## src/sifh_cfg.svh

```systemverilog
`ifndef SIFH_CFG_SVH
`define SIFH_CFG_SVH

// histogram geometry
// bin address width is derived from this in the event package
`define SIFH_BIN_NUM 64

// raw timestamp from the TDC side
`define SIFH_TS_W 10

// first timestamp inside the measurement window
// window covers SIFH_WIN_START .. SIFH_WIN_START + SIFH_BIN_NUM - 1
// start + bin count must stay within the timestamp range
`define SIFH_WIN_START 160

// per-bin counter, saturating
`define SIFH_CNT_W 8

// event buffer between quantizer and builder, power of two
`define SIFH_FIFO_DEPTH 16

// programmed number of events per histogram
`define SIFH_EVT_CNT_W 16

`endif

```

## src/sifhEventPkg.sv

```systemverilog
`include "sifh_cfg.svh"

package sifhEventPkg;

    // raw arrival time as delivered by the front end
    typedef logic [`SIFH_TS_W-1:0] timestamp_t;

    // index of one histogram bin
    typedef logic [$clog2(`SIFH_BIN_NUM)-1:0] binAddr_t;

    // one in-window hit after quantization
    // last marks a hit that came with the frame-last input,
    // the builder finishes early on it
    typedef struct packed {
        binAddr_t bin;
        logic     last;
    } binEvent_t;

endpackage

```

## src/sifhMemPkg.sv

```systemverilog
`include "sifh_cfg.svh"

package sifhMemPkg;

    // content of one histogram bin
    typedef logic [`SIFH_CNT_W-1:0] count_t;

    // write port of the histogram RAM
    typedef struct packed {
        logic                   en;
        sifhEventPkg::binAddr_t addr;
        count_t                 data;
    } ramWrite_t;

    // what the host gets back for one readout strobe
    typedef struct packed {
        sifhEventPkg::binAddr_t bin;
        count_t                 count;
    } readResp_t;

endpackage

```

## src/binQuantizer.sv

```systemverilog
`timescale 1ns/100ps
`include "sifh_cfg.svh"

module binQuantizer (
    input  logic                     clk,
    input  logic                     res,
    input  logic                     tsValid,
    input  sifhEventPkg::timestamp_t ts,
    input  logic                     tsLast,
    output logic                     evValid,
    output sifhEventPkg::binEvent_t  ev
);

    import sifhEventPkg::*;

    // timestamp relative to the window start
    timestamp_t offset;
    logic       inWindow;

    always_comb begin
        offset = ts - timestamp_t'(`SIFH_WIN_START);
        // below the window the subtraction wraps to a large value,
        // so one compare rejects both sides
        inWindow = (offset < timestamp_t'(`SIFH_BIN_NUM));
    end

    // strobe only for hits inside the window
    always_ff @(posedge clk or negedge res) begin
        if (!res) begin
            evValid <= 1'b0;
        end else begin
            evValid <= tsValid && inWindow;
        end
    end

    // payload only moves when a hit is taken
    always_ff @(posedge clk) begin
        if (tsValid && inWindow) begin
            ev.bin  <= binAddr_t'(offset);
            ev.last <= tsLast;
        end
    end

endmodule

```

## src/eventFifo.sv

```systemverilog
`timescale 1ns/100ps
`include "sifh_cfg.svh"

module eventFifo (
    input  logic                    clk,
    input  logic                    res,
    input  logic                    clear,
    input  logic                    pushValid,
    input  sifhEventPkg::binEvent_t pushEvent,
    input  logic                    drain,
    output logic                    popValid,
    output sifhEventPkg::binEvent_t popEvent,
    output logic                    overflow
);

    import sifhEventPkg::*;

    localparam int DEPTH = `SIFH_FIFO_DEPTH;
    localparam int PTR_W = $clog2(DEPTH);
    localparam int CNT_W = PTR_W + 1;

    binEvent_t        mem [DEPTH];
    logic [PTR_W-1:0] wrPtr;
    logic [PTR_W-1:0] rdPtr;
    logic [PTR_W-1:0] wrAddr;
    logic [CNT_W-1:0] count;
    logic             empty;
    logic             full;
    logic             accept;
    logic             doPop;

    always_comb begin
        empty = (count == '0);
        full  = (count == CNT_W'(DEPTH));
        // clear empties the buffer, so a push in that cycle still fits
        accept = pushValid && (clear || !full);
        // an empty buffer hands a push straight through
        doPop  = !clear && drain && (!empty || pushValid);
        wrAddr = clear ? '0 : wrPtr;
    end

    always_ff @(posedge clk or negedge res) begin
        if (!res) begin
            wrPtr    <= '0;
            rdPtr    <= '0;
            count    <= '0;
            popValid <= 1'b0;
            overflow <= 1'b0;
        end else if (clear) begin
            wrPtr    <= PTR_W'(accept);
            rdPtr    <= '0;
            count    <= CNT_W'(accept);
            popValid <= 1'b0;
            overflow <= 1'b0;
        end else begin
            if (accept) begin
                wrPtr <= wrPtr + 1'b1;
            end
            if (doPop) begin
                rdPtr <= rdPtr + 1'b1;
            end
            count    <= count + CNT_W'(accept) - CNT_W'(doPop);
            popValid <= doPop;
            // push into a full buffer is dropped, flag holds until clear
            if (pushValid && full) begin
                overflow <= 1'b1;
            end
        end
    end

    // storage and output word
    always_ff @(posedge clk) begin
        if (accept) begin
            mem[wrAddr] <= pushEvent;
        end
        if (doPop) begin
            popEvent <= empty ? pushEvent : mem[rdPtr];
        end
    end

endmodule

```

## src/histRam.sv

```systemverilog
`timescale 1ns/100ps
`include "sifh_cfg.svh"

module histRam (
    input  logic                   clk,
    input  sifhMemPkg::ramWrite_t  wr,
    input  logic                   rdEn,
    input  sifhEventPkg::binAddr_t rdAddr,
    output sifhMemPkg::count_t     rdData
);

    import sifhMemPkg::*;

    // one word per bin
    // zeroed by the builder's clear state
    count_t mem [`SIFH_BIN_NUM];

    // write port
    always_ff @(posedge clk) begin
        if (wr.en) begin
            mem[wr.addr] <= wr.data;
        end
    end

    // registered read port
    // same address as a write in this cycle returns the old word
    always_ff @(posedge clk) begin
        if (rdEn) begin
            rdData <= mem[rdAddr];
        end
    end

endmodule

```

## src/histBuilder.sv

```systemverilog
`timescale 1ns/100ps
`include "sifh_cfg.svh"

module histBuilder (
    input  logic                       clk,
    input  logic                       res,
    input  logic                       start,
    input  logic [`SIFH_EVT_CNT_W-1:0] eventTarget,
    input  logic                       popValid,
    input  sifhEventPkg::binEvent_t    popEvent,
    output logic                       drain,
    output logic                       fifoClear,
    output logic                       busy,
    output logic                       histDone,
    input  logic                       rdStrobe,
    input  sifhEventPkg::binAddr_t     rdBin,
    output logic                       rdValid,
    output sifhMemPkg::readResp_t      rdResp
);

    import sifhEventPkg::*;
    import sifhMemPkg::*;

    typedef enum logic [1:0] {
        stIdle,
        stClear,
        stAccum,
        stDone
    } state_t;

    // read stage, RAM read in flight
    // fwd* holds the write that lands in the same cycle as the read
    typedef struct packed {
        logic     valid;
        binAddr_t addr;
        logic     finish;
        logic     fwdHit;
        count_t   fwdCount;
    } readStage_t;

    // write stage, count goes to RAM this cycle
    typedef struct packed {
        logic     valid;
        binAddr_t addr;
        logic     finish;
        count_t   count;
    } writeStage_t;

    typedef struct packed {
        logic     valid;
        binAddr_t bin;
    } readReq_t;

    state_t                      state;
    state_t                      nextState;
    binAddr_t                    clrAddr;
    logic [`SIFH_EVT_CNT_W-1:0]  targetQ;
    logic [`SIFH_EVT_CNT_W-1:0]  acceptCnt;
    logic [`SIFH_EVT_CNT_W-1:0]  acceptNext;
    logic                        stopReg;
    logic                        finishNow;
    readStage_t                  s1;
    writeStage_t                 s2;
    readReq_t                    rdReq;
    binAddr_t                    rdBinQ;
    count_t                      base;
    count_t                      incCount;
    ramWrite_t                   ramWr;
    logic                        ramRdEn;
    binAddr_t                    ramRdAddr;
    count_t                      ramRdData;

    histRam u_ram (
        .clk    (clk),
        .wr     (ramWr),
        .rdEn   (ramRdEn),
        .rdAddr (ramRdAddr),
        .rdData (ramRdData)
    );

    // next state
    always_comb begin
        nextState = state;
        case (state)
            stIdle:  if (start) nextState = stClear;
            stClear: if (clrAddr == binAddr_t'(`SIFH_BIN_NUM - 1)) nextState = stAccum;
            // leave once the finishing event has been written
            stAccum: if (s2.valid && s2.finish) nextState = stDone;
            default: nextState = stIdle;
        endcase
    end

    always_comb begin
        acceptNext = acceptCnt + 1'b1;
        // event that reaches the target or carries frame-last
        finishNow  = popEvent.last || (acceptNext == targetQ);
        // stop draining as soon as the finishing event is taken
        drain      = (state == stAccum) && !stopReg && !(popValid && finishNow);
        fifoClear  = start && (state == stIdle);
        busy       = (state != stIdle);
    end

    // forwarding, newest pending write wins over the captured one
    always_comb begin
        if (s2.valid && (s2.addr == s1.addr)) begin
            base = s2.count;
        end else if (s1.fwdHit) begin
            base = s1.fwdCount;
        end else begin
            base = ramRdData;
        end
        // saturate at all ones
        incCount = (base == '1) ? base : base + 1'b1;
    end

    // RAM port muxing
    always_comb begin
        if (state == stClear) begin
            ramWr = '{en: 1'b1, addr: clrAddr, data: '0};
        end else begin
            ramWr = '{en: s2.valid, addr: s2.addr, data: s2.count};
        end
        // readout only runs in idle, pops only in accumulate
        ramRdEn   = rdReq.valid || ((state == stAccum) && popValid);
        ramRdAddr = (state == stAccum) ? popEvent.bin : rdReq.bin;
    end

    // FSM and counters
    always_ff @(posedge clk or negedge res) begin
        if (!res) begin
            state     <= stIdle;
            clrAddr   <= '0;
            targetQ   <= '0;
            acceptCnt <= '0;
            stopReg   <= 1'b0;
            histDone  <= 1'b0;
        end else begin
            state    <= nextState;
            histDone <= (state == stDone);
            if (fifoClear) begin
                clrAddr   <= '0;
                targetQ   <= eventTarget;
                acceptCnt <= '0;
                stopReg   <= 1'b0;
            end else if (state == stClear) begin
                clrAddr <= clrAddr + 1'b1;
            end else if ((state == stAccum) && popValid) begin
                acceptCnt <= acceptNext;
                if (finishNow) begin
                    stopReg <= 1'b1;
                end
            end
        end
    end

    // read-modify-write pipeline
    always_ff @(posedge clk or negedge res) begin
        if (!res) begin
            s1 <= '0;
            s2 <= '0;
        end else begin
            s1.valid    <= (state == stAccum) && popValid;
            s1.addr     <= popEvent.bin;
            s1.finish   <= finishNow;
            s1.fwdHit   <= s2.valid && (s2.addr == popEvent.bin);
            s1.fwdCount <= s2.count;
            s2.valid    <= s1.valid;
            s2.addr     <= s1.addr;
            s2.finish   <= s1.finish;
            s2.count    <= incCount;
        end
    end

    // readout, one register then the RAM read
    always_ff @(posedge clk or negedge res) begin
        if (!res) begin
            rdReq   <= '0;
            rdValid <= 1'b0;
            rdBinQ  <= '0;
        end else begin
            rdReq.valid <= rdStrobe && (state == stIdle);
            rdReq.bin   <= rdBin;
            rdValid     <= rdReq.valid;
            rdBinQ      <= rdReq.bin;
        end
    end

    always_comb begin
        rdResp.bin   = rdBinQ;
        rdResp.count = ramRdData;
    end

endmodule

```

## src/sifhTop.sv

```systemverilog
`timescale 1ns/100ps
`include "sifh_cfg.svh"

module sifhTop (
    input  logic                       clk,
    input  logic                       res,
    input  logic                       tsValid,
    input  sifhEventPkg::timestamp_t   ts,
    input  logic                       tsLast,
    input  logic                       start,
    input  logic [`SIFH_EVT_CNT_W-1:0] eventTarget,
    input  logic                       rdStrobe,
    input  sifhEventPkg::binAddr_t     rdBin,
    output logic                       histDone,
    output logic                       busy,
    output logic                       overflow,
    output logic                       rdValid,
    output sifhMemPkg::readResp_t      rdResp
);

    import sifhEventPkg::*;

    // quantizer to buffer
    logic      evValid;
    binEvent_t ev;

    // buffer to builder
    logic      popValid;
    binEvent_t popEvent;

    // builder back to buffer
    logic      drain;
    logic      fifoClear;

    binQuantizer u_quant (
        .clk     (clk),
        .res     (res),
        .tsValid (tsValid),
        .ts      (ts),
        .tsLast  (tsLast),
        .evValid (evValid),
        .ev      (ev)
    );

    // holds hits while the histogram is being cleared
    eventFifo u_fifo (
        .clk       (clk),
        .res       (res),
        .clear     (fifoClear),
        .pushValid (evValid),
        .pushEvent (ev),
        .drain     (drain),
        .popValid  (popValid),
        .popEvent  (popEvent),
        .overflow  (overflow)
    );

    histBuilder u_builder (
        .clk         (clk),
        .res         (res),
        .start       (start),
        .eventTarget (eventTarget),
        .popValid    (popValid),
        .popEvent    (popEvent),
        .drain       (drain),
        .fifoClear   (fifoClear),
        .busy        (busy),
        .histDone    (histDone),
        .rdStrobe    (rdStrobe),
        .rdBin       (rdBin),
        .rdValid     (rdValid),
        .rdResp      (rdResp)
    );

endmodule

```

## config.mk

```make
export PLATFORM = sky130hd
export DESIGN_NAME = sifhTop
export DESIGN_NICKNAME = d
export VERILOG_FILES = /design/src/sifhEventPkg.sv /design/src/sifhMemPkg.sv /design/src/binQuantizer.sv /design/src/eventFifo.sv /design/src/histRam.sv /design/src/histBuilder.sv /design/src/sifhTop.sv
export VERILOG_INCLUDE_DIRS = /design/src
export SDC_FILE = /design/constraint.sdc
export NUM_CORES = 1
export LEC_CHECK = 0
export BUFFER_PORTS_ARGS = -buffer_cell sky130_fd_sc_hd__buf_4
export CORE_MARGIN = 2
export CORE_UTILIZATION = 50
export CTS_CLUSTER_SIZE = 14
export DETAILED_ROUTE_END_ITERATION = 10
export GPL_TIMING_DRIVEN = 0
export PLACE_DENSITY = 0.66
export SYNTH_ARGS = -nofsm -noshare
export SYNTH_HDL_FRONTEND = slang
export SYNTH_SLANG_ARGS = --single-unit
```

## constraint.sdc

```tcl
create_clock -name clk -period 10.8 [get_ports clk]
set_clock_uncertainty 0.15 [all_clocks]
set_input_delay 1.08 -clock clk [delete_from_list [all_inputs] [get_ports clk]]
set_output_delay 1.08 -clock clk [all_outputs]
set_load 0.03 [all_outputs]
```

==> After elaboration in Yosys (flattened, before gate mapping) <==
Memories as Yosys holds them, arrays and structs flattened. A register that Yosys moved wholly into a read port is not among the register bits.
Cells that the tools add are included.
{ "totals": {"ff_bits": 119, "ramBits": 624, "inputBits": 38, "out_inout_bits": 18, "elab_cells": 120, "memories": 2} }
{ "classes": {"n_addsub": 8, "n_lt_le_gt_ge": 1, "n_eq_ne": 13, "mux": 32, "reduce_logical": 35} }
{ "memory_table": {"columns": ["memory", "depth", "width", "rd", "rd_ports_with_merged_regs", "wr", "line", "source"], "rows": [
  ["u_builder.u_ram.mem", 64, 8, 1, 1, 1, "histRam.sv:16", "count_t mem [`SIFH_BIN_NUM];"],
  ["u_fifo.mem", 16, 7, 1, 0, 1, "eventFifo.sv:22", "binEvent_t mem [DEPTH];"]
]} }
{ "ops": {"columns": ["cell", "n"], "rows": [
  ["16-bit two-way mux", 3],
  ["8-bit two-way mux", 3],
  ["4-bit two-way mux", 5],
  ["6-bit two-way mux", 3],
  ["16-bit by 1-bit adder with 16-bit output (second input constant)", 1],
  ["16-bit equality test", 1],
  ["15-bit two-way mux", 1],
  ["1-bit logical AND", 14],
  ["2-bit nonzero test", 7],
  ["6-bit equality test", 2],
  ["1-bit two-way mux", 11],
  ["10-bit by 7-bit less-than comparator with 1-bit output (second input constant)", 1],
  ["10-bit by 8-bit subtractor with 10-bit output (second input constant)", 1],
  ["4-bit by 1-bit adder with 4-bit output (second input constant)", 2],
  ["8-bit by 1-bit adder with 8-bit output (second input constant)", 1],
  ["8-bit equality test (second input constant)", 1],
  ["7-bit two-way mux", 1],
  ["6-bit by 1-bit adder with 6-bit output (second input constant)", 1],
  ["6-bit equality test (second input constant)", 1],
  ["2-bit two-way mux", 3],
  ["2-bit case mux with 3 select lines", 1],
  ["3-bit AND reduction", 2],
  ["5-bit by 1-bit adder with 5-bit output", 1],
  ["5-bit equality test (second input constant)", 1],
  ["11 further kinds", 21]
]} }

==> Logic depth before layout (Yosys ltp) <==
{ "depth": {"ltp_word": 10, "depth_mapped": 16, "ltp_nobuf": 16} }

==> Hierarchy <==
Synthesis repeated with hierarchy kept, for this count alone.
{ "hier_totals": {"hier_cells": 1722, "area_unflattened_um2": 30683.2} }
{ "by_module_without_submodules": {"columns": ["mod", "n_inst", "cells_per_inst", "area_each_um2", "seq_area_each_um2"], "rows": [
  ["histRam", 1, 940, 20246.9, 15615.0],
  ["eventFifo", 1, 302, 5594.1, 3948.8],
  ["histBuilder", 1, 463, 4548.1, 2227.1],
  ["binQuantizer", 1, 17, 294.0, 235.2]
]} }

==> Least setup slack after synthesis <==
Ideal clock, no wire load.
{ "synth_path": {"path_type": "reg2reg", "from": "reg u_builder.acceptCnt[0]", "to": "reg u_fifo.count[4]", "setup_time_ns": 0.078, "t_arrival_ns": 4.159, "t_required_ns": 10.572, "setup_slack_ns": 6.413, "stages_incl_launch_ff": 17, "n_path_buf": 0, "synth_period_minus_slack_ns": 4.387, "path_cell_list": "dfrtp_1 ha_1 nand4_4 nor4_4 xnor2_1 or3_1 a2111o_1 nor2_1 a21oi_1 ha_1 inv_1 ha_1 fa_1 a21oi_1 nor2_1 or3_1 a21oi_1"} }
{ "synth_via": {"elab_chain_cells": 10} }
{ "synth_lines": {"columns": ["item", "line", "source"], "rows": [
  ["start: declaration", "histBuilder.sv:58", "logic [`SIFH_EVT_CNT_W-1:0] acceptCnt;"],
  ["start signal: assignment", "histBuilder.sv:148", "acceptCnt <= acceptNext;"],
  ["16-bit by 1-bit adder with 16-bit output", "histBuilder.sv:94", "acceptNext = acceptCnt + 1'b1;"],
  ["16-bit equality test", "histBuilder.sv:96", "finishNow = popEvent.last || (acceptNext == targetQ);"],
  ["1-bit logical OR", "histBuilder.sv:96", null],
  ["1-bit logical AND", "histBuilder.sv:98", "drain = (state == stAccum) && !stopReg && !(popValid && finishNow);"],
  ["1-bit logical NOT", "histBuilder.sv:98", null],
  ["1-bit logical AND", "histBuilder.sv:98", null],
  ["1-bit logical AND (2 in a row)", "eventFifo.sv:38", "doPop = !clear && drain && (!empty || pushValid);"],
  ["named net u_fifo.doPop", "eventFifo.sv:30", "logic doPop;"],
  ["5-bit by 1-bit subtractor with 5-bit output", "eventFifo.sv:62", "count <= count + CNT_W'(accept) - CNT_W'(doPop);"],
  ["5-bit two-way mux", "eventFifo.sv:49", "end else if (clear) begin"],
  ["end signal: assignment", "eventFifo.sv:52", "count <= CNT_W'(accept);"],
  ["end signal: assignment", "eventFifo.sv:62", null],
  ["end: declaration", "eventFifo.sv:26", "logic [CNT_W-1:0] count;"]
]} }
The timed path passes the listed nets, and every way through them passes these cells.
A chain may end at the register's enable or synchronous reset.

==> Worst setup path in the final report <==
{ "layout_path": {"from": "reg u_builder.acceptCnt[11]", "to": "reg u_fifo.count[4]"} }
Same word-level chain as after synthesis.

==> run_results.csv <==
group,metric,value,unit
detailed_routing,drc,0,
floorplan,start_util,0.507,
global_routing,grt_pass1_wl,101,mm
floorplan,die_x,249,µm
pwr,p_leak,11.4,nW
cts,cts_tree,"done",
final_layout,layout-drive-gt1-share,0.211,
global_routing,grt_pass1_vias,16000,
place,dp.cells,2488,
setup_path,slowest_delay,0.64,ns
detailed_routing,dr_total_vias,15800,
synth,synthAdderAreaFrac,0.00735,
setup_path,worstPathMaxFanout,9,
cts,cts_hold_buf,0,
timing,period_needed,5.16,ns
cts,cts.path.max_buffers,3,
setup_path,path_cells,"clkbuf_1 -> and4_1 -> or4b_2 -> o31ai_1 -> o211ai_1 -> nor2_1 -> a21oi_1 -> ha_1 -> inv_1 -> ha_1 -> fa_1 -> a21oi_1 -> nor2_1 -> or3_1 -> a21oi_1",
final_layout,final_common_cell,"edfxtp_1",
run_status,outcome,"complete, no violations",
setup_path,r2r_start,"u_builder.acceptCnt[11]",
synth,synth_xor_area_frac,0.0152,
timing,max_freq,194,MHz
pwr,sw_frac_of_total,0.309,
setup_path,reg2reg_depth,15,
synth,synth-seq-cells,751,
hold_path,worstHoldPathType,"input pin to async pin",
pwr,p_int,6.22,mW
floorplan,fp.dieH,249,µm
cts,cts-root-buf,"clkbuf_16",
timing,rsz0062_at_grt,"no",
synth,syn_nets,1707,
cts,htree_levels,3,
pwr,clkPwrFrac,0.298,
synth,ys_seq_area_frac,0.735,
place,hpwl,44.5,mm
cts,clk_pin_slew_worst_paths,0.06,ns
setup_path,rr_endpoint,"u_fifo.count[4]",
run,cap_violations,0,
pwr,max-vdd-ir-drop,0.152,mV
place,gp_congestion,0.868,
timing,tightest_slew,1.31,ns
synth,synth_compound_area_frac,0.0429,
floorplan,io_pins,56,
cts,post-cts-setup-buffers,0,
floorplan,die-area,0.0619,mm²
timing,final.setup.tns,0,ns
place,io_buffers,55,
setup_path,startpoint,"u_builder.acceptCnt[11]",
timing,hold_viol_final,0,
timing,slew_headroom,0.123,
final_layout,final_nets,1850,
synth,async_flop_share,0.140,
detailed_routing,totalWireLength,67.9,mm
cts,clock_sinks,751,
setup_path,cp-start-kind,"flip-flop",
synth,yosys.area_share.simple,0.0537,
global_routing,grt_antenna_before_repair,0,
timing,finalSetupViolations,0,
detailed_routing,ant_nets,0,
global_routing,track_usage,0.222,
synth,synth_area,0.0300,mm²
pwr,p_seq_frac,0.431,
final_layout,layout_common_cells,"edfxtp_1 (646), mux4_2 (163), nand2_1 (135), nor2_1 (115), dfrtp_1 (105)",
pwr,power_density,263,mW/mm²
cts,clock_latency,0.61,ns
detailed_routing,drtIter0Drc,1670,
synth,avgSynthCellArea,18.1,µm²
pwr,pwr-share-comb,0.271,
setup_path,crit_required,11.18,ns
synth,synth-main-ff-cell,"edfxtp_1",
synth,synth_edf_count,646,
cts,cts_buffers,77,
cts,cts.repair.resized,0,
floorplan,coreArea,0.0591,mm²
synth,synthMuxAreaShare,0.133,
setup_path,endpoint,"u_fifo.count[4]",
setup_path,crit_arrival,5.54,ns
timing,finalMaxSlewViolations,0,
global_routing,overflow,0,
setup_path,timing_worst_setup_path_type,"flip-flop to flip-flop",
detailed_routing,first_pass_iters,6,
global_routing,grt_max_degree,106,
synth,synth_top_family_by_area,"multiplexers",
final_layout,num_antenna_cells,0,
setup_path,end_kind,"flip-flop",
timing,fin_crit_sh,0.478,
synth,yosysWarnings,0,
pwr,p_switching,2.78,mW
final_layout,syn2layout_area_growth,14.0,%
synth,synth_cell_types,63,
detailed_routing,wl_per_cell,25.8,µm
synth,synthCells,1652,
final_layout,final_cells,2631,
detailed_routing,routed_via_density,6.00,
setup_path,slowest_stage,"or4b_2",
floorplan,std_cell_rows,89,
setup_path,crit_top_cell,"a21oi_1",
setup_path,reg2reg_slack,5.64,ns
-- flip-flops by register name (all words and copies together), names as in the netlist, 5 cells and up --
| name | cells |
|---|---|
| u_builder.rdReq | 7 |
| u_fifo.count | 5 |
| u_builder.targetQ | 16 |
| u_quant.ev | 7 |
| u_fifo.mem | 112 |
| u_builder.u_ram.mem | 512 |
| u_builder.s2 | 16 |
| u_builder.s1 | 17 |
| u_builder.clrAddr | 6 |
| u_fifo.popEvent | 7 |
| u_builder.rdBinQ | 6 |
| u_builder.u_ram.rdData | 8 |
| u_builder.acceptCnt | 16 |
-- worst max-delay path, delay by kind of cell (launching register included) --
kind / cells / cell delay [ns]
AO/OA/AOI/OAI: 5 / 1.34
adder cells (fa/ha/maj): 3 / 1.05
buffers and inverters: 2 / 0.36
flip-flops: 1 / 0.34
AND/OR/NAND/NOR: 5 / 1.84
-- cell type report --
| type | count | area [µm²] |
|---|---|---|
| clock buffer | 99 | 2090 |
| multi-input combinational | 805 | 7620 |
| inverter | 21 | 78.8 |
| tap | 773 | 967 |
| buffer | 75 | 322 |
| fill | 4398 | 24900 |
| sequential | 751 | 22000 |
| timing repair buffer | 64 | 619 |
| clock inverter | 43 | 467 |
-- cells by family (layout without fill, tap and decap cells) --
family,count (synthesis),after routing
compound gates,195,195
xor+xnor,52,52
fa+ha+maj,17,17
buf+inv,96,302
flops,751,751
mux,192,192
simple gates,349,349
-- layer usage --
layer / global-route usage / vias to the layer above / part of all wire
met3: 0.0427 / 140 / 0.066
met1: 0.300 / 8154 / 0.40
met4: 0.0771 / 0 / 0.035
li1: - / 6857 / -
met2: 0.366 / 640 / 0.49
met5: 0 / - / 0
-- through the flow --
| step | setup slack [ns] | hold slack, ns | utilization | power [mW] | instance area (µm²) |
|---|---|---|---|---|---|
| after floorplan | 6.41 | 0.181 | - | 5.42 | 30000 |
| after global routing | 5.25 | 0.0676 | 0.578 | 9.36 | 34200 |
| after detailed placement | 5.69 | 0.188 | 0.534 | 6.37 | 31600 |
| after global placement | 4.88 | 0.185 | 0.530 | 6.24 | 31400 |
| final | 5.64 | 0.102 | 0.578 | 9.00 | 34200 |
| after CTS | 5.64 | 0.202 | 0.578 | 9.06 | 34200 |
-- how the worst min path moves through the flow --
stage	slack, ns	end	depth (start not counted)
after floorplan	0.18	u_builder.s2[15]	0
after global placement	0.19	u_builder.s2[8]	0
after detailed placement	0.19	u_builder.s2[15]	0
after CTS	0.20	u_builder.s2[15]	0
after global routing	0.07	u_quant.evValid	1
final	0.10	u_quant.evValid	1
-- power groups by stage --
stage	clock network, mW	logic (mW)	registers (mW)
2_1_floorplan	0	1.48	3.94
3_3_place_gp	0	2.25	3.99
3_5_place_dp	0	2.43	3.94
4_1_cts	2.73	2.45	3.88
5_1_grt	2.84	2.63	3.90
6_report	2.69	2.44	3.88
-- synthesized netlist by cell type (5+ instances only) --
cell,number,area share
a22oi_1,64,0.016
edfxtp_1,646,0.65
o31ai_1,8,0.0020
a22o_1,8,0.0023
buf_1,9,0.0011
nand2_1,135,0.017
xor2_1,22,0.0064
mux4_2,163,0.12
dfrtp_1,105,0.088
and4_1,5,0.0015
ha_1,16,0.0067
nor3_1,9,0.0015
xnor2_1,30,0.0088
nor2b_1,13,0.0027
o21ai_0,37,0.0062
a31oi_1,5,0.0010
nand3_1,21,0.0035
mux2_2,11,0.0041
clkbuf_1,42,0.0053
nor2_1,115,0.014
nand4_1,9,0.0019
buf_2,19,0.0032
a21oi_1,45,0.0075
inv_1,21,0.0026
or3_1,13,0.0027
mux2i_1,17,0.0057
Note: power is estimated with default switching activity, not from simulation.
